--- config.mk ---
export PLATFORM = sky130hd
export DESIGN_NAME = hbm_addr_router
export DESIGN_NICKNAME = d
export VERILOG_FILES = /design/src/verilog/hbm_pkg.sv /design/src/verilog/hbm_addr_router.sv
export SDC_FILE = /design/constraint.sdc
export NUM_CORES = 1
export LEC_CHECK = 0
export BUFFER_PORTS_ARGS = -buffer_cell sky130_fd_sc_hd__buf_2
export CORE_AREA = 8 8 227 229
export CTS_CLUSTER_SIZE = 16
export DETAILED_ROUTE_END_ITERATION = 16
export DIE_AREA = 0 0 235 237
export PLACE_DENSITY = 0.39
export SLEW_MARGIN = 20
export SYNTH_ARGS = -nofsm -noshare
export SYNTH_HDL_FRONTEND = slang
export SYNTH_SLANG_ARGS = --single-unit
export TNS_END_PERCENT = 100
--- constraint.sdc ---
create_clock -name clk -period 10.7 [get_ports clk]
set_input_delay 3.21 -clock clk [delete_from_list [all_inputs] [get_ports clk]]
set_output_delay 3.21 -clock clk [all_outputs]
set_load 0.005 [all_outputs]
--- src/verilog/hbm_pkg.sv ---
package hbm_pkg;

  // data path sizes, one memory word per request
  localparam int DATA_W = 256;                  // memory word width
  localparam int STRB_W = DATA_W / 8;           // byte lanes, also parity bits per word

  // address map
  // the upper CHAN_W bits of a word address pick the region
  // and the lower ROW_W bits pick the row inside it
  localparam int CHAN_W = 2;                    // region select bits
  localparam int ROW_W  = 4;                    // row bits per region
  localparam int ADDR_W = CHAN_W + ROW_W;       // full word address

  // read pipeline depth as seen from the top-level port
  // router stage, array read stage and merge stage
  localparam int READ_LATENCY = 3;

  // request opcode carried with every strobe
  typedef enum logic {
    OP_READ  = 1'b0,                            // registered read, answered by rd_valid
    OP_WRITE = 1'b1                             // strobed write, no response
  } op_e;

  // per-channel control state
  typedef enum logic {
    ST_INIT = 1'b0,                             // clearing rows after reset
    ST_IDLE = 1'b1                              // sweep done, serving requests
  } chan_state_e;

endpackage

--- src/verilog/hbm_addr_router.sv ---
`timescale 1ns/1ps

module hbm_addr_router #(
  parameter int NUM_CHANNELS = 4                    // regions behind the port
) (
  input  logic                       clk,
  input  logic                       rst,
  input  logic                       req_valid,     // request strobe from the port
  input  hbm_pkg::op_e               req_op,
  input  logic [hbm_pkg::ADDR_W-1:0] req_addr,
  input  logic [hbm_pkg::DATA_W-1:0] req_wdata,
  input  logic [hbm_pkg::STRB_W-1:0] req_wstrb,
  input  logic                       init_complete, // fed back from the merge
  output logic [NUM_CHANNELS-1:0]    chan_valid,    // registered one-hot strobe
  output hbm_pkg::op_e               chan_op,
  output logic [hbm_pkg::ROW_W-1:0]  chan_row,
  output logic [hbm_pkg::DATA_W-1:0] chan_wdata,
  output logic [hbm_pkg::STRB_W-1:0] chan_wstrb
);
  import hbm_pkg::*;

  logic [CHAN_W-1:0]       req_chan;                // region field of the address
  logic                    req_accept;              // strobe that survives the init gate
  logic [NUM_CHANNELS-1:0] dec_onehot;              // decoded region select

  assign req_chan   = req_addr[ADDR_W-1 -: CHAN_W]; // top bits select the region
  assign req_accept = req_valid && init_complete;   // drop anything before the sweep ends

  // region decode, each channel owns one value of the field
  always_comb begin
    for (int i = 0; i < NUM_CHANNELS; i++) begin
      dec_onehot[i] = req_accept && (req_chan == CHAN_W'(i));
    end
  end

  // strobe stage
  always_ff @(posedge clk) begin
    if (rst) begin
      chan_valid <= '0;
    end else begin
      chan_valid <= dec_onehot;                     // at most one bit set
    end
  end

  // payload stage, shared by all regions
  always_ff @(posedge clk) begin
    if (req_accept) begin                           // hold payload when idle
      chan_op    <= req_op;
      chan_row   <= req_addr[ROW_W-1:0];            // row inside the region
      chan_wdata <= req_wdata;
      chan_wstrb <= req_wstrb;
    end
  end

endmodule

### After elaboration in Yosys (flattened, before gate mapping)

Cells that the tools add are included.
Widths: inputs -> output; s select.

| word-level totals | value |
|---|---|
| flip-flop bits (word level) | 297 |
| bits of input ports | 299 |
| output and inout port bits | 297 |

| cells by class | value |
|---|---|
| equality and inequality tests | 3 |
| reductions and logical operators | 6 |

Operator list:

| cell | count |
|---|---|
| $logic_and 1x1->1 | 5 |
| $eq 2x2->1 const B | 2 |
| $eq 2x1->1 const B | 1 |
| $logic_not 2->1 | 1 |

### Logic depth before layout (Yosys ltp)

| logic depth | value |
|---|---|
| depth after elaboration | 2 |
| mapped depth | 2 |
| gate-level depth less buffers | 2 |

### Worst setup path after synthesis

No wires, ideal clock.

| timing path | value |
|---|---|
| kind | input to register |
| start point | input port req_valid |
| end point | register chan_op (enable) |
| library setup time | 0.644 ns |
| data arrival time | 8.943 ns |
| required time | 10.056 ns |
| slack | 1.113 ns |
| cell stages on the path | 2 |
| buffers on the path | 0 |
| cells stage by stage | nand2_2 > inv_1 |

| between the ends | value |
|---|---|
| cells in the longest elaborated chain, start to end | 1 |

Ends and longest elaborated chain:

| item | line | source |
|---|---|---|
| start: declaration | hbm_addr_router.sv:8 | `input logic req_valid,` |
| $logic_and 1x1->1 | hbm_addr_router.sv:27 | `assign req_accept = req_valid && init_complete;` |
| via req_accept | hbm_addr_router.sv:23 | `logic req_accept;` |
| end signal: assignment | hbm_addr_router.sv:48 | `chan_op <= req_op;` |
| end: declaration | hbm_addr_router.sv:15 | `output hbm_pkg::op_e chan_op,` |

The timed path passes the listed nets, and every way through them passes these cells.
A chain may end at the register's enable or synchronous reset.

### Final worst setup path

| timing path | value |
|---|---|
| start point | input port req_valid |
| end point | register chan_wdata[74] in the netlist's numbering (enable) |

| between the ends | value |
|---|---|
| cells in the longest elaborated chain, start to end | 1 |

Ends and longest elaborated chain:

| item | line | source |
|---|---|---|
| $logic_and 1x1->1 | hbm_addr_router.sv:27 |  |
| via req_accept | hbm_addr_router.sv:23 |  |
| end signal: assignment | hbm_addr_router.sv:50 | `chan_wdata <= req_wdata;` |
| end: declaration | hbm_addr_router.sv:17 | `output logic [hbm_pkg::DATA_W-1:0] chan_wdata,` |

The timed path passes the listed nets, and every way through them passes these cells.

==> results.cfg <==
[layout]
synthToLayoutAreaGrowth_pct = 52.22
final_util = 0.2822
drive_gt1_frac = 0.6691
n_fill_cell = 4901
nets = 1232

[global_route]
grt_pass1_wl_microns = 41390
antenna_found_initial = 6
grt_max_degree = 155
grt_pass1_vias = 5905
grt-busiest-layer = met2
grtUsageMet3 = 0.05010
met2_usage = 0.1828
grtUsageTotal = 0.09852
use_met1 = 0.09525
grt_overflow = 0

[synthesis]
synth-xor-area-share = 0
avgSynthCellArea_sq_um = 29.45
synthAdderAreaFrac = 0
ys_warn_count = 0
synth-simple-area-share = 0.004767
yosysSeqAreaShare = 0.9948
synth-compound-area-share = 0
netlist_instances = 303
synth_area_sq_um = 8925
synth_top_family_by_area = simple AND/OR/NAND/NOR gates
synth.mux.area_fraction = 0
yosysUniqueCellTypes = 7
synth_nets = 602
ys_ff_latch = 297

[clock_tree]
post_cts_resized = 0
cts_tree = built
clock-root-buffer = clkbuf_16
clk_path_buf_depth = 3
clk_pin_slew_ns = 0.06
hold_buffers = 0
cts_made_buffers = 31
clock-sinks = 297
postCtsSetupBuffers = 0
h-tree-depth = 1

[place]
io_buffers = 595
hpwl_microns = 23480
place.gp.congestion = 0.7608

[critical_path]
worstPathArrival_ns = 4.68
cp-start-kind = primary input
endpoint_kind = flop
crit_type = primary input to flop
crit_path_max_fanout = 74
critical_path_required_ns = 10.88

[sta]
rsz0062_at_grt = no
final-hold-violation-count = 0
relSlewSlack = 0.3562
max_freq_mhz = 222.0
setup-violations-final = 0
finalSetupTns_ns = 0
worst_slew_pin_slew_ns = 0.9656
drv_slew = 0
fin_crit_ns = 4.505
post-route-period-util = 0.4210

[worst_hold_path]
min_path_cells = 1
min_path_type = primary input to flop

[power]
power_leakage_nw = 5.584
ir_worst_vdd_mv = 0.1210
powerDensity_nw_per_um2 = 183.9

[floorplanning]
die_area_sq_um = 55700
die_w_microns = 235
dieHeight_microns = 237
io_pins = 596
core_sq_um = 48140
rows = 81
start_util = 0.1854

[detailed_routing]
wirelength_microns = 29600
routedWlPerCell_microns = 18.77
antenna_left = 0
remaining_drc_errors = 0
drtIter0Drc = 246
num_vias = 5430
viasPerCell = 3.443
firstDrtPassIters = 4

[run]
maxCapViolations = 0

[run_status]
outcome = complete, no violations
## worst max-delay path: stages
cell and delay, ns:
buf_2 0.09, nand2_2 0.11, inv_8 0.36, buf_4 0.80
## stage by stage
stage	instances	area, sq um	power [mW]	hold slack [ns]	worst slack, ns
CTS	1574	13580	2.550	2.783	6.204
floorplan	303	8925	1.449	3.286	1.113
global route	1574	13580	2.606	2.787	6.073
detailed placement	1522	12720	1.588	3.388	5.601
finish	1577	13590	2.498	2.828	6.195
global placement	1522	12720	1.588	3.386	5.616
## cells in the mapped netlist
cell | count | share of area
nand2_2 | 1 | 0.00070
edfxtp_1 | 293 | 0.99
nor4b_1 | 2 | 0.0020
inv_1 | 1 | 0.00042
and4bb_2 | 1 | 0.0014
nor4_1 | 1 | 0.00070
dfxtp_1 | 4 | 0.0090
## worst paths after layout
check / slack [ns] / to / startpoint
setup / recovery: 6.20 / chan_wdata[74] / req_valid
hold / removal: 2.83 / chan_wstrb[20] / req_wstrb[20]
## registers in the layout (all words and copies together), names as in the netlist
| register | cells |
|---|---|
| chan_wdata | 256 |
| chan_op | 1 |
| chan_row | 4 |
| chan_wstrb | 32 |
| chan_valid | 4 |
## cell families after synthesis
family | Yosys count
AND/OR/NAND/NOR | 5
flip-flops | 297
buffers and inverters | 1
## metal layers
metal	share of wire	vias to the layer above
met5	0.0017	-
met4	0.019	8
met3	0.11	47
met2	0.52	307
met1	0.34	2565
li1	-	2503
## area by class of cell
| class | instances | area (sq um) | share of cell area |
|---|---|---|---|
| Timing Repair Buffer | 597 | 3005 | 0.2212 |
| Multi-Input combinational cell | 5 | 42.54 | 0.003131 |
| Sequential cell | 297 | 8879 | 0.6535 |
| Clock buffer | 40 | 809.5 | 0.05959 |
| Antenna cell | 3 | 7.507 | 0.0005526 |
| Inverter | 1 | 11.26 | 0.0008289 |
| Clock inverter | 12 | 52.55 | 0.003868 |
| Tap cell | 622 | 778.2 | 0.05729 |
## report_power, final
| group | leakage, nW | switching (mW) | internal (mW) | total [mW] |
|---|---|---|---|---|
| Clock | 0.426 | 0.417 | 0.525 | 0.942 |
| Combinational | 2.38 | 0.0873 | 0.0853 | 0.173 |
| Sequential | 2.78 | 0.0176 | 1.37 | 1.38 |
## placed cells by master, fill, tap and decap left out, drive strengths merged
cell type and instances:
nor4 1, nor4b 2, diode 3, edfxtp 293
inv 1, dfxtp 4, nand2 1, buf 597
and4bb 1, clkinv 12, clkbuf 40
Note: power is estimated with default switching activity, not from simulation.
