==> src/verilog/hbm_pkg.sv <==
package hbm_pkg;

  // data path sizes, one memory word per request
  localparam int DATA_W = 256;                  // memory word width
  localparam int STRB_W = DATA_W / 8;           // byte lanes, also parity bits per word

  // address map
  // the upper CHAN_W bits of a word address pick the region
  // and the lower ROW_W bits pick the row inside it
  localparam int CHAN_W = 2;                    // region select bits
  localparam int ROW_W  = 4;                    // row bits per region
  localparam int ADDR_W = CHAN_W + ROW_W;       // full word address

  // read pipeline depth as seen from the top-level port
  // router stage, array read stage and merge stage
  localparam int READ_LATENCY = 3;

  // request opcode carried with every strobe
  typedef enum logic {
    OP_READ  = 1'b0,                            // registered read, answered by rd_valid
    OP_WRITE = 1'b1                             // strobed write, no response
  } op_e;

  // per-channel control state
  typedef enum logic {
    ST_INIT = 1'b0,                             // clearing rows after reset
    ST_IDLE = 1'b1                              // sweep done, serving requests
  } chan_state_e;

endpackage

==> src/verilog/hbm_read_merge.sv <==
`timescale 1ns/1ps

module hbm_read_merge #(
  parameter int NUM_CHANNELS = 4                            // regions feeding the merge
) (
  input  logic                                    clk,
  input  logic                                    rst,
  input  logic [NUM_CHANNELS-1:0]                 ch_rd_valid,  // at most one set per cycle
  input  logic [NUM_CHANNELS*hbm_pkg::DATA_W-1:0] ch_rd_data,
  input  logic [NUM_CHANNELS*hbm_pkg::STRB_W-1:0] ch_rd_parity,
  input  logic [NUM_CHANNELS-1:0]                 ch_init_done,
  output logic                                    rd_valid,
  output logic [hbm_pkg::DATA_W-1:0]              rd_data,
  output logic [hbm_pkg::STRB_W-1:0]              rd_parity,
  output logic                                    init_complete // back to the router too
);
  import hbm_pkg::*;

  logic              any_valid;                              // some region answered
  logic [DATA_W-1:0] sel_data;
  logic [STRB_W-1:0] sel_parity;

  assign any_valid = |ch_rd_valid;

  // and-or select, the router only ever strobes one region
  always_comb begin
    sel_data   = '0;
    sel_parity = '0;
    for (int i = 0; i < NUM_CHANNELS; i++) begin
      sel_data   = sel_data   | ({DATA_W{ch_rd_valid[i]}} & ch_rd_data[i*DATA_W +: DATA_W]);
      sel_parity = sel_parity | ({STRB_W{ch_rd_valid[i]}} & ch_rd_parity[i*STRB_W +: STRB_W]);
    end
  end

  // control stage
  always_ff @(posedge clk) begin
    if (rst) begin
      rd_valid      <= 1'b0;
      init_complete <= 1'b0;
    end else begin
      rd_valid      <= any_valid;
      init_complete <= &ch_init_done;                        // slowest region decides
    end
  end

  // payload stage
  always_ff @(posedge clk) begin
    if (any_valid) begin                                     // hold last answer between reads
      rd_data   <= sel_data;
      rd_parity <= sel_parity;
    end
  end

endmodule
==> config.mk <==
export PLATFORM = sky130hd
export DESIGN_NAME = hbm_read_merge
export DESIGN_NICKNAME = d
export VERILOG_FILES = /design/src/verilog/hbm_pkg.sv /design/src/verilog/hbm_read_merge.sv
export SDC_FILE = /design/constraint.sdc
export NUM_CORES = 1
export LEC_CHECK = 0
export ABC_AREA = 1
export BUFFER_PORTS_ARGS = -buffer_cell sky130_fd_sc_hd__clkbuf_2
export CAP_MARGIN = 10
export CELL_PAD_IN_SITES_DETAIL_PLACEMENT = 0
export CELL_PAD_IN_SITES_GLOBAL_PLACEMENT = 1
export CORE_AREA = 2 2 573 575
export CTS_CLUSTER_DIAMETER = 120
export DETAILED_ROUTE_END_ITERATION = 7
export DIE_AREA = 0 0 575 577
export PLACE_DENSITY = 0.33
export SYNTH_ARGS = -nofsm -noshare
export SYNTH_HDL_FRONTEND = slang
export SYNTH_SLANG_ARGS = --single-unit
==> constraint.sdc <==
create_clock -name clk -period 8.61 [get_ports clk]
set_input_delay 0.4305 -clock clk [delete_from_list [all_inputs] [get_ports clk]]
set_output_delay 0.4305 -clock clk [all_outputs]
set_load 0.01 [all_outputs]
### Yosys cells after proc, flatten, opt, wreduce, memory -nomap -nowiden

Cells that the tools add are included.

| word-level totals | value |
|---|---|
| input port bits | 1162 |
| register bits | 290 |
| word-level logic and storage cells | 20 |
| output and inout port bits | 290 |

| operators by class | value |
|---|---|
| reduce and logical (&&, ||, !) cells | 2 |
| bitwise logic cells | 14 |

Operators by type and width:

| kind | number |
|---|---|
| $and A256 B256 Y256 | 4 |
| $or A256 B256 Y256 | 3 |
| $and A32 B32 Y32 | 4 |
| $or A32 B32 Y32 | 3 |
| $reduce_and A4 Y1 | 1 |
| $reduce_or A4 Y1 | 1 |

### Depth between registers and ports, before layout

| depth | value |
|---|---|
| depth in word-level cells | 4 |
| depth in mapped cells | 7 |
| gate-level depth less buffers | 4 |

### Worst setup path after synthesis

No wires, ideal clock.

| path | value |
|---|---|
| kind | input to register |
| start | input port ch_rd_valid[2] |
| end | register rd_data[0] (netlist bit) (enable) |
| setup time | 2.190 ns |
| path buffers | 2 |
| path slack | 0.864 ns |
| stages | 4 |
| data required time | 6.420 ns |
| arrival time | 5.556 ns |
| cells stage by stage | buf_4 buf_2 nor2_1 nand2_1 |

| on the way | value |
|---|---|
| cells in the longest elaborated chain, start to end | 1 |

Ends and longest elaborated chain:

| element | RTL line | text |
|---|---|---|
| start: declaration | hbm_read_merge.sv:8 | `input logic [NUM_CHANNELS-1:0] ch_rd_valid,` |
| $reduce_or A4 Y1 | hbm_read_merge.sv:23 | `assign any_valid = \|ch_rd_valid;` |
| named net any_valid | hbm_read_merge.sv:19 | `logic any_valid;` |
| end signal: assignment | hbm_read_merge.sv:49 | `rd_data <= sel_data;` |
| end: declaration | hbm_read_merge.sv:13 | `output logic [hbm_pkg::DATA_W-1:0] rd_data,` |

The timed path passes the listed nets, and every way through them passes these cells.
A chain may end at the register's enable or synchronous reset.

### Worst setup path in the final report

| path | value |
|---|---|
| start | input port ch_rd_valid[1] |
| end | register rd_data[160] (netlist bit), data pin |

| on the way | value |
|---|---|
| cells in the longest elaborated chain, start to end | 4 |

Ends and longest elaborated chain:

| element | RTL line | text |
|---|---|---|
| $and A256 B256 Y256 | hbm_read_merge.sv:30 | `sel_data = sel_data \| ({DATA_W{ch_rd_valid[i]}} & ch_rd_data[i*DATA_W +: DATA_W]);` |
| $or A256 B256 Y256 (3 in a row) | hbm_read_merge.sv:30 |  |
| named net sel_data[160] | hbm_read_merge.sv:20 | `logic [DATA_W-1:0] sel_data;` |

The timed path passes the listed nets, and every way through them passes these cells.

==> results.md <==
- Outcome: finished clean
- Clock Sink Count: 290
- Cell repeated most along the worst path: nand2_1
- Final setup vio count: 0
- Worst hold path class: input pin to flop
- Layout area overhead: 88.20%
- Critical Path RT: 9.16 ns
- Kind of critical path: input pin to flop
- Power Total: 5.613 mW
- Largest net degree at the start of global routing: 107
- Static leakage: 19.58 nW
- Least-Margin Pin Slew: 1.250 ns
- H-tree levels: 2
- Core Region: 0.3258 mm2
- Pre-CTS setup slack: 5.500 ns
- Vias in the first global route: 26.32k
- Clock-pin slew on the worst setup and hold paths: 0.05 ns
- CTS tree: built
- Avg Synthesized Cell Area: 6.383 um2
- Sequential element share of the synthesized area: 45.11%
- Die Span X: 575 um
- Synth Warn #: 0
- Remaining DRCs: 0
- CP max FO: 76
- Post-Syn Area: 0.01926 mm2
- Syn nets: 4179
- Min Hold Slack: 0.1100 ns
- Initial core utilization: 5.911%
- Number of gates resized after CTS: 0
- IO buf count: 1451
- Post-synth cell types: 10
- Crit-path cells: buf_8 -> buf_4 -> buf_4 -> nand2_1 -> nand2_1 -> dlygate4sd3_1 -> inv_1 -> nand2_1 -> dlygate4sd3_1
- Iteration-0 DRC Markers: 873
- Final #Nets: 5876
- Final WL: 201.9 mm
- Buf/Inv on CP: 6
- Slew Limit Fails: 0
- Vias per inst: 2.715
- Setup crit start: ch_rd_valid[1]
- IO Pins: 1452
- Via count: 24.74k
- Ratio of cells with drive above 1 in the final layout: 32.67%
- First-pass GRT wire length: 257.2 mm
- Slew HR: 16.65%
- # Max-Cap Violations: 0
- Num CTS Buffers: 55
- Slowest cell delay on critical path: 0.72 ns
- Tot GR Track Use: 11.75%
- RSZ-0062 raised after global routing: no
- Setup TNS: 0 ns
- Critical path endpoint: rd_data[160]$_DFFE_PP_
- Hold Fails Final Rpt: 0
- Drt wl/cell: 22.15 um
- Slowest stage cell, crit path: buf_4
- Post-Syn Instances: 3017
- CTS max path bufs: 3
- Antenna-violating nets left: 0
- Final GP Congestion: 0.8861
- CP endpoint kind: flop
- Total power per unit cell area: 154.9 mW/mm2
- Period Utilization, post-route: 38.22%
- FILL cells: 38.77k
- Rows: 210
- Worst setup SP type: input pin
- FMAX: 303.9 MHz
- Worst Path Arrival: 3.84 ns
- Max VDD drop: 0.1449 mV
- #FFs+latches synth: 290
- GRT overflow: 0
- Setup ws final: 5.319 ns
- Initial antenna violation count: 92
- Tmin final: 3.291 ns
- Root buffer cell: clkbuf_16
- CP top delay family: buffers and inverters
- Post-DP HPWL: 173.3 mm
- Full die area: 0.3318 mm2
- Drt pass-1 iters: 5
- Stages on worst setup path: 9
- Die H: 577 um
-- registers in the layout, summed over array words and instances, names as in the netlist --
signal	count
init_complete	1
rd_parity	32
rd_valid	1
rd_data	256
-- worst min path at each step --
stage	startpoint	endpoint	slack, ns	cells after the start
detailed placement	ch_init_done[3]	init_complete$_SDFF_PP0_	0.66	3
floorplan	rst	rd_valid$_SDFF_PP0_	0.50	1
finish	ch_rd_parity[63]	rd_parity[31]$_DFFE_PP_	0.11	5
global route	ch_rd_data[853]	rd_data[85]$_DFFE_PP_	0.05	5
CTS	ch_rd_data[15]	rd_data[15]$_DFFE_PP_	0.00003	5
global placement	ch_init_done[3]	init_complete$_SDFF_PP0_	0.66	3
-- power breakdown --
group	switching (mW)	total [mW]	leakage, nW	internal, mW
Clock	0.952	2.36	0.877	1.41
Combinational	0.878	1.42	15.9	0.546
Sequential	0.0949	1.83	2.83	1.73
Total	1.93	5.61	19.6	3.69
-- metal layers --
metal / track usage, % / part of all wire (%) / up-vias
li1: - / - / 12110
met1: 12.40 / 37 / 11200
met2: 21.04 / 50 / 1140
met3: 5.502 / 11 / 242
met4: 2.657 / 2.5 / 50
met5: 0 / 0.16 / -
-- repair_timing --
item / in CTS / in global routing
hold buffers: 297 / 0
setup buffers: 0 / 0
setup endpoints to repair: 0 / 0
hold endpoints to repair: 152 / 0
-- per-stage QoR --
stage / cells / cell area [um2] / utilization, %
after floorplan: 3017 / 19260 / -
after global placement: 8706 / 31420 / 9.643
after detailed placement: 8706 / 31420 / 9.643
after CTS: 9102 / 36220 / 11.12
after global routing: 9102 / 36220 / 11.12
final: 9113 / 36240 / 11.12
-- cell usage after synthesis --
library cell	n	area share (%)
buf_4	21	0.82
nand2_1	2019	39
edfxtp_1	288	45
inv_1	576	11
nor2_1	2	0.039
nor3_1	1	0.026
buf_6	19	1.1
a21oi_1	1	0.026
dfxtp_1	2	0.21
buf_2	88	2.3
-- cell usage in the layout, fill, tap and decap left out --
master,n
a21oi_1,1
buf_12,6
buf_4,14
buf_8,4
bufinv_16,7
clkbuf_1,13
clkbuf_16,57
clkbuf_2,1447
clkinv_1,4
clkinv_2,7
clkinv_4,3
clkinvlp_4,5
dfxtp_1,2
diode_2,11
dlygate4sd3_1,297
edfxtp_1,288
inv_1,576
inv_6,3
nand2_1,2018
nand2_4,1
nor2_1,2
nor3_1,1
-- area by class of cell --
| cell class | count | area [um2] | share of cell area [%] |
|---|---|---|---|
| sequential | 290 | 8688 | 23.97 |
| clock buffer | 70 | 1475 | 4.070 |
| tap | 4346 | 5438 | 15.00 |
| clock inverter | 29 | 350.3 | 0.9666 |
| antenna | 11 | 27.53 | 0.07595 |
| inverter | 576 | 2162 | 5.965 |
| timing repair buffer | 1768 | 10500 | 28.97 |
| multi-input combinational | 2023 | 7604 | 20.98 |
-- cells by family after synthesis --
group,after synthesis,share of synthesized area [%]
simple gates,2022,39.42
buf+inv,704,15.44
compound gates,1,0.02596
flops,290,45.11
Power figures use the tool's default switching activity.
