$ cat config.mk
export PLATFORM = sky130hd
export DESIGN_NAME = hbm_channel
export DESIGN_NICKNAME = d
export VERILOG_FILES = /design/src/verilog/hbm_pkg.sv /design/src/verilog/hbm_channel.sv
export SDC_FILE = /design/constraint.sdc
export NUM_CORES = 2
export LEC_CHECK = 0
export ABC_CLOCK_PERIOD_IN_PS = 40000
export BUFFER_PORTS_ARGS = -buffer_cell sky130_fd_sc_hd__buf_2
export CORE_ASPECT_RATIO = 1.75
export CORE_MARGIN = 2
export CORE_UTILIZATION = 55
export DETAILED_ROUTE_END_ITERATION = 10
export GPL_ROUTABILITY_DRIVEN = 0
export GPL_TIMING_DRIVEN = 0
export PLACE_DENSITY = 0.69
export SYNTH_ARGS = -nofsm -noshare
export SYNTH_HDL_FRONTEND = slang
export SYNTH_MEMORY_MAX_BITS = 65536
export SYNTH_SLANG_ARGS = --single-unit
$ cat constraint.sdc
create_clock -name clk -period 40 [get_ports clk]
set_clock_uncertainty 0.2 [all_clocks]
set_input_delay 4 -clock clk [delete_from_list [all_inputs] [get_ports clk]]
set_output_delay 4 -clock clk [all_outputs]
set_load 0.01 [all_outputs]
$ cat src/verilog/hbm_pkg.sv
package hbm_pkg;

  // data path sizes, one memory word per request
  localparam int DATA_W = 256;                  // memory word width
  localparam int STRB_W = DATA_W / 8;           // byte lanes, also parity bits per word

  // address map
  // the upper CHAN_W bits of a word address pick the region
  // and the lower ROW_W bits pick the row inside it
  localparam int CHAN_W = 2;                    // region select bits
  localparam int ROW_W  = 4;                    // row bits per region
  localparam int ADDR_W = CHAN_W + ROW_W;       // full word address

  // read pipeline depth as seen from the top-level port
  // router stage, array read stage and merge stage
  localparam int READ_LATENCY = 3;

  // request opcode carried with every strobe
  typedef enum logic {
    OP_READ  = 1'b0,                            // registered read, answered by rd_valid
    OP_WRITE = 1'b1                             // strobed write, no response
  } op_e;

  // per-channel control state
  typedef enum logic {
    ST_INIT = 1'b0,                             // clearing rows after reset
    ST_IDLE = 1'b1                              // sweep done, serving requests
  } chan_state_e;

endpackage

$ cat src/verilog/hbm_channel.sv
`timescale 1ns/1ps

module hbm_channel #(
  parameter int ROWS = 16                         // words held by this region
) (
  input  logic                       clk,
  input  logic                       rst,
  input  logic                       req_valid,   // this region's bit of the router strobe
  input  hbm_pkg::op_e               op,
  input  logic [hbm_pkg::ROW_W-1:0]  row,
  input  logic [hbm_pkg::DATA_W-1:0] wdata,
  input  logic [hbm_pkg::STRB_W-1:0] wstrb,
  output logic                       rd_valid,    // pulse one cycle after a read strobe
  output logic [hbm_pkg::DATA_W-1:0] rd_data,
  output logic [hbm_pkg::STRB_W-1:0] rd_parity,   // parity read back as stored
  output logic                       init_done    // level that stays high once swept
);
  import hbm_pkg::*;

  logic [DATA_W-1:0] mem_data [ROWS];             // payload array
  logic [STRB_W-1:0] mem_par  [ROWS];             // even parity where bit b covers byte b

  chan_state_e       state;
  logic [ROW_W-1:0]  init_row;                    // sweep pointer
  logic              init_last;                   // pointer at the final row

  // write port shared by the sweep and requests
  logic              wr_en;
  logic [ROW_W-1:0]  wr_row;
  logic [DATA_W-1:0] wr_data;
  logic [STRB_W-1:0] wr_strb;
  logic [STRB_W-1:0] wr_par;                      // parity of wr_data per byte
  logic              rd_en;

  assign init_last = (init_row == ROW_W'(ROWS - 1));

  // control FSM clears one row per cycle then idles for good
  always_ff @(posedge clk) begin
    if (rst) begin
      state    <= ST_INIT;
      init_row <= '0;
    end else if (state == ST_INIT) begin
      init_row <= init_row + 1'b1;
      if (init_last) begin
        state <= ST_IDLE;                         // last row written this edge
      end
    end
  end

  // the sweep owns the array until it finishes
  always_comb begin
    if (state == ST_INIT) begin
      wr_en   = 1'b1;
      wr_row  = init_row;
      wr_data = '0;                               // zero word gives zero parity
      wr_strb = '1;                               // every lane
    end else begin
      wr_en   = req_valid && (op == OP_WRITE);
      wr_row  = row;
      wr_data = wdata;
      wr_strb = wstrb;
    end
  end

  assign rd_en = req_valid && (op == OP_READ);

  // even parity over each byte lane
  always_comb begin
    for (int b = 0; b < STRB_W; b++) begin
      wr_par[b] = ^wr_data[b*8 +: 8];
    end
  end

  // strobed write leaves untouched lanes with their data and parity
  always_ff @(posedge clk) begin
    if (wr_en) begin
      for (int b = 0; b < STRB_W; b++) begin
        if (wr_strb[b]) begin
          mem_data[wr_row][b*8 +: 8] <= wr_data[b*8 +: 8];
          mem_par[wr_row][b]         <= wr_par[b];
        end
      end
    end
  end

  // read pulse
  always_ff @(posedge clk) begin
    if (rst) begin
      rd_valid <= 1'b0;
    end else begin
      rd_valid <= rd_en;
    end
  end

  // registered read on the same edge as any array write
  // a region sees one request per cycle so read and write never share a row here
  always_ff @(posedge clk) begin
    if (rd_en) begin
      rd_data   <= mem_data[row];
      rd_parity <= mem_par[row];
    end
  end

  assign init_done = (state == ST_IDLE);

endmodule

### Yosys cells after proc, flatten, opt, wreduce, memory -nomap -nowiden

Memories as Yosys holds them, arrays and structs flattened. A register that Yosys moved wholly into a read port is not among the register bits.
Index checks and enable logic that the tools add are counted.

| cells by class | value |
|---|---|
| $add $sub $neg | 1 |
| equal/unequal tests | 1 |
| mux-type cells | 102 |
| bitwise operators | 1 |
| reduce and logical (&&, ||, !) cells | 34 |

Operator list:

| kind | count |
|---|---|
| 256-bit two-way mux | 1 |
| 8-bit parity | 32 |
| 1-bit two-way mux | 99 |
| 32-bit two-way mux | 1 |
| 4-bit by 1-bit adder with 4-bit output, second input constant | 1 |
| 4-bit equality test, second input constant | 1 |
| 4-bit two-way mux | 1 |
| 1-bit logical AND | 2 |
| 1-bit inverter | 1 |

| word-level totals | value |
|---|---|
| bits in registers | 6 |
| bits in writable memories | 4,608 |
| input port bits | 296 |
| output and inout bits | 290 |
| logic and storage cells | 144 |
| memories kept | 2 |

Memories:

| name | words | width | rd ports | clocked after memory_dff | write ports | line | RTL |
|---|---|---|---|---|---|---|---|
| mem_data | 16 | 256 | 1 | 1 | 1 | hbm_channel.sv:20 | `logic [DATA_W-1:0] mem_data [ROWS];` |
| mem_par | 16 | 32 | 1 | 1 | 1 | hbm_channel.sv:21 | `logic [STRB_W-1:0] mem_par [ROWS];` |

### Longest topological paths before layout

| depth | value |
|---|---|
| depth in word-level cells | 4 |
| mapped depth | 9 |

### Least setup slack after synthesis

No wires, ideal clock.

| timing path | value |
|---|---|
| kind | input to register |
| from | input op |
| to | register rd_data[0] (netlist bit) (read register of mem_data) (enable) |
| arrival time | 16.749 ns |
| setup slack | 22.069 ns |
| stages on the path | 1 |
| path through | nor2b_1 |

| on the way | value |
|---|---|
| word-level cells in the longest chain between the ends | 2 |

RTL lines:

| what | line | RTL |
|---|---|---|
| from (decl) | hbm_channel.sv:9 | `input hbm_pkg::op_e op,` |
| 1-bit inverter | hbm_channel.sv:65 | `assign rd_en = req_valid && (op == OP_READ);` |
| 1-bit logical AND | hbm_channel.sv:65 |  |
| to (decl) | hbm_channel.sv:14 | `output logic [hbm_pkg::DATA_W-1:0] rd_data,` |

No other way between the ends.
A chain may end at the register's enable or synchronous reset.

### Worst setup path after layout

| timing path | value |
|---|---|
| from | input row[2] (netlist bit) |
| to | memory mem_data[6][16] (enable) |

| on the way | value |
|---|---|
| word-level cells in the longest chain between the ends | 1 |

RTL lines:

| what | line | RTL |
|---|---|---|
| from (decl) | hbm_channel.sv:10 | `input logic [hbm_pkg::ROW_W-1:0] row,` |
| 4-bit two-way mux | hbm_channel.sv:52 | `if (state == ST_INIT) begin` |
| to (decl) | hbm_channel.sv:20 |  |

No other way between the ends.

==> reports/results.ini <==
[clocking]
cts_sinks=4902
postCtsResizedCells=0
cts_buffers=421
post_cts_buffers=0
cts_tree=yes
htree_levels=5
clk_pin_slew_ps=70
cts_root_buf=clkbuf_16
clk-insertion-delay-late_ps=980
hold_buffers=0
cts_buffer_depth=4

[detailed_routing]
vias=100406
drtAntennaViolNets=0
drc=0
wirelength_um=626000
via_per_inst=6.92
wl_per_cell_um=43.1
drt_iter0_drc=17099
firstDrtPassIters=8

[pwr]
power_uw=10800
p_leak_uw=0.0716
vdd_ir_drop_max_mv=0.0367
p_per_area_mw_per_mm2=51.1

[yosys]
synth_top_family_by_area=multiplexers
ys_types=35
ys_warn_count=0
synth_mux_area_frac=0.139
ys_ff_latch=4902
synth_fa_ha_area_frac=0.0000668
synth_nets=8930
ys_seq_area_frac=0.786
synthXorXnorAreaFrac=0.0106
synth_compound_area_frac=0.0231
syn_area_mm2=0.187
netlist_instances=8633
synth-simple-area-share=0.0281
syn_area_per_cell_um2=21.7

[layout]
register_area_mm2=0.147
final_area_mm2=0.211
multiInputGateArea_mm2=0.0376
fill_cells=22893
nets=9959
drive_gt1_frac=0.272
area_growth_pct=12.6

[sta]
hold_violations=0
finalSetupViolations=0
period_share=0.194
fin_crit_ps=7770
tns_ps=0
relSlewSlack=-0.183
worst_pin_slew_ps=1780
fmax_ghz=0.129
grt_setup_unrepaired=no
slew_viol_final=204

[critical_path]
cp_max_fo=10
critPathArrivalTime_ps=8130
crit_chain=buf_4 > nor2b_1 > clkbuf_1 > a22o_1 > nand2_1 > clkbuf_1 > nor2_1
crit-reg2reg-launch=init_done$_SDFF_PP0_
cpMostUsedCell=clkbuf_1
critical_path.top_delay_family=buffers and inverters
crit_slowest_cell=nor2_1
path_depth=7
slowest_delay_ps=1250
crit_buf_inv=3
crit_path_start_kind=input port
end_kind=flip-flop
ff2ff_path_depth=6
startpoint=row[2]
crit_type=in -> reg
cp.required_ps=40360

[flow_run]
drv_cap=22

[floorplan]
die_h_um=776
rows=283
ios=586
coreArea_mm2=0.339
start_util=0.552
die_w_um=445
die-area_mm2=0.345

[global_route]
grt_max_degree=36
grt_pass1_wl_um=826000
grt_overflow=0
grt_pass1_vias=98044
antenna_found_initial=69
track_usage=0.360

[placement]
dpl_cell_area_mm2=0.196
port_buffers=581
dp_hpwl_um=425000

[hold_path]
min_path_type=reg -> reg
holdPathStages=2
min_from=init_row[0]$_SDFFE_PP0N_

[status]
outcome=complete, but fails checks
violations=capacitance limit, slew limit

-- cell families (layout without fill, tap and decap cells) --
logic type | count (synthesis) | count (layout)
other | 0 | 86
AND/OR/NAND/NOR | 1178 | 1178
AO/OA/AOI/OAI | 618 | 618
flip-flops | 4902 | 4902
multiplexers | 1195 | 1195
buffers and inverters | 513 | 1892
adder cells (fa/ha/maj) | 1 | 1
XOR/XNOR | 226 | 226
-- per-layer routing --
layer | vias up | track usage | wire length [µm]
li1 | 37749 | - | -
met1 | 51868 | 0.415 | 188000
met2 | 8685 | 0.573 | 300000
met3 | 2055 | 0.109 | 83000
met4 | 49 | 0.267 | 54700
met5 | - | 0.000696 | 332
-- cell usage after synthesis --
cell type,count,area [µm²]
o22ai_1,216,1350
or2_2,4,25.0
xnor2_1,193,1690
nand3_1,2,10.0
clkbuf_1,224,841
o2bb2ai_1,1,8.76
nand2_1,215,807
xor2_1,33,289
nor2b_1,11,68.8
and2_1,292,1830
buf_2,213,1070
o21ai_1,2,10.0
o21ai_0,14,70.1
a21o_1,3,22.5
mux2i_1,71,711
ha_1,1,12.5
nor3_1,1,5.00
a21oi_1,1,5.00
a31oi_1,1,6.26
a22oi_1,346,2600
buf_1,25,93.8
nor2_2,1,6.26
nand4b_1,1,8.76
a22o_1,2,17.5
nor2_1,629,2360
a21boi_1,32,240
buf_6,15,169
nand4_1,14,87.6
nor3b_1,2,15.0
and2_0,1,6.26
mux4_2,1124,25300
edfxtp_1,4896,147000
nand2b_1,5,31.3
buf_4,36,270
dfxtp_1,6,120
-- sequential cells by signal (all words and copies together), names as in the netlist --
signal,flops
mem_data,4096
rd_valid,1
rd_parity,32
rd_data,256
init_done,1
init_row,4
mem_par,512
-- layout make-up --
class / count / share of cell area
buffer: 513 / 0.0120
clock buffer: 488 / 0.0521
clock inverter: 285 / 0.0157
timing repair buffer: 606 / 0.0162
antenna: 86 / 0.00102
multi-input combinational: 3218 / 0.179
tap: 4417 / 0.0262
sequential: 4902 / 0.698
-- power by group --
part | internal [µW] | leakage [µW] | switching [µW]
Clock | 2390 | 0.00692 | 1920
Combinational | 223 | 0.0174 | 483
Sequential | 5720 | 0.0473 | 34.7
-- worst register-to-register path, delay by kind of cell, from the launching register on --
family | cells | cell delay (ps)
AND/OR/NAND/NOR | 2 | 1780
AO/OA/AOI/OAI | 1 | 300
flip-flops | 1 | 330
buffers and inverters | 3 | 1800
-- metrics by stage --
stage	utilization	hold WS [ps]	setup slack, ps	cells
floorplan	-	297	22070	8633
global placement	0.577	331	12260	13631
detailed placement	0.578	350	31540	13654
CTS	0.620	361	32560	14427
global route	0.621	390	32440	14443
finish	0.621	378	32230	14515
-- cells in the final DEF, fill, tap and decap left out, types with 5 or more instances in the layout --
cell type | netlist | layout
nand2_1 | 215 | 215
buf_6 | 15 | 15
xor2_1 | 33 | 33
clkbuf_1 | 224 | 210
diode_2 | 0 | 86
clkinv_2 | 0 | 81
buf_1 | 25 | 18
buf_4 | 36 | 37
mux2i_1 | 71 | 71
clkinv_8 | 0 | 5
a21boi_1 | 32 | 32
clkinv_16 | 0 | 5
buf_2 | 213 | 801
and2_1 | 292 | 292
mux4_2 | 1124 | 1124
dfxtp_1 | 6 | 6
inv_6 | 0 | 11
clkinv_4 | 0 | 9
edfxtp_1 | 4896 | 4896
xnor2_1 | 193 | 193
o22ai_1 | 216 | 216
nor2b_1 | 11 | 10
nor2_1 | 629 | 627
nand4_1 | 14 | 14
clkinv_1 | 0 | 74
bufinv_16 | 0 | 63
buf_12 | 0 | 18
nand2b_1 | 5 | 5
clkbuf_16 | 0 | 429
a22oi_1 | 346 | 346
o21ai_0 | 14 | 14
clkinvlp_4 | 0 | 33
clkbuf_2 | 0 | 70
-- worst paths after layout --
check                                   end  slack [ps]
hold / removal     init_row[0]$_SDFFE_PP0N_         380
setup / recovery  mem_data[6][16]$_DFFE_PP_       32230
setup reg to reg  mem_data[8][39]$_DFFE_PP_       35160
hold reg to reg    init_row[0]$_SDFFE_PP0N_         380
Power figures use the tool's default switching activity.
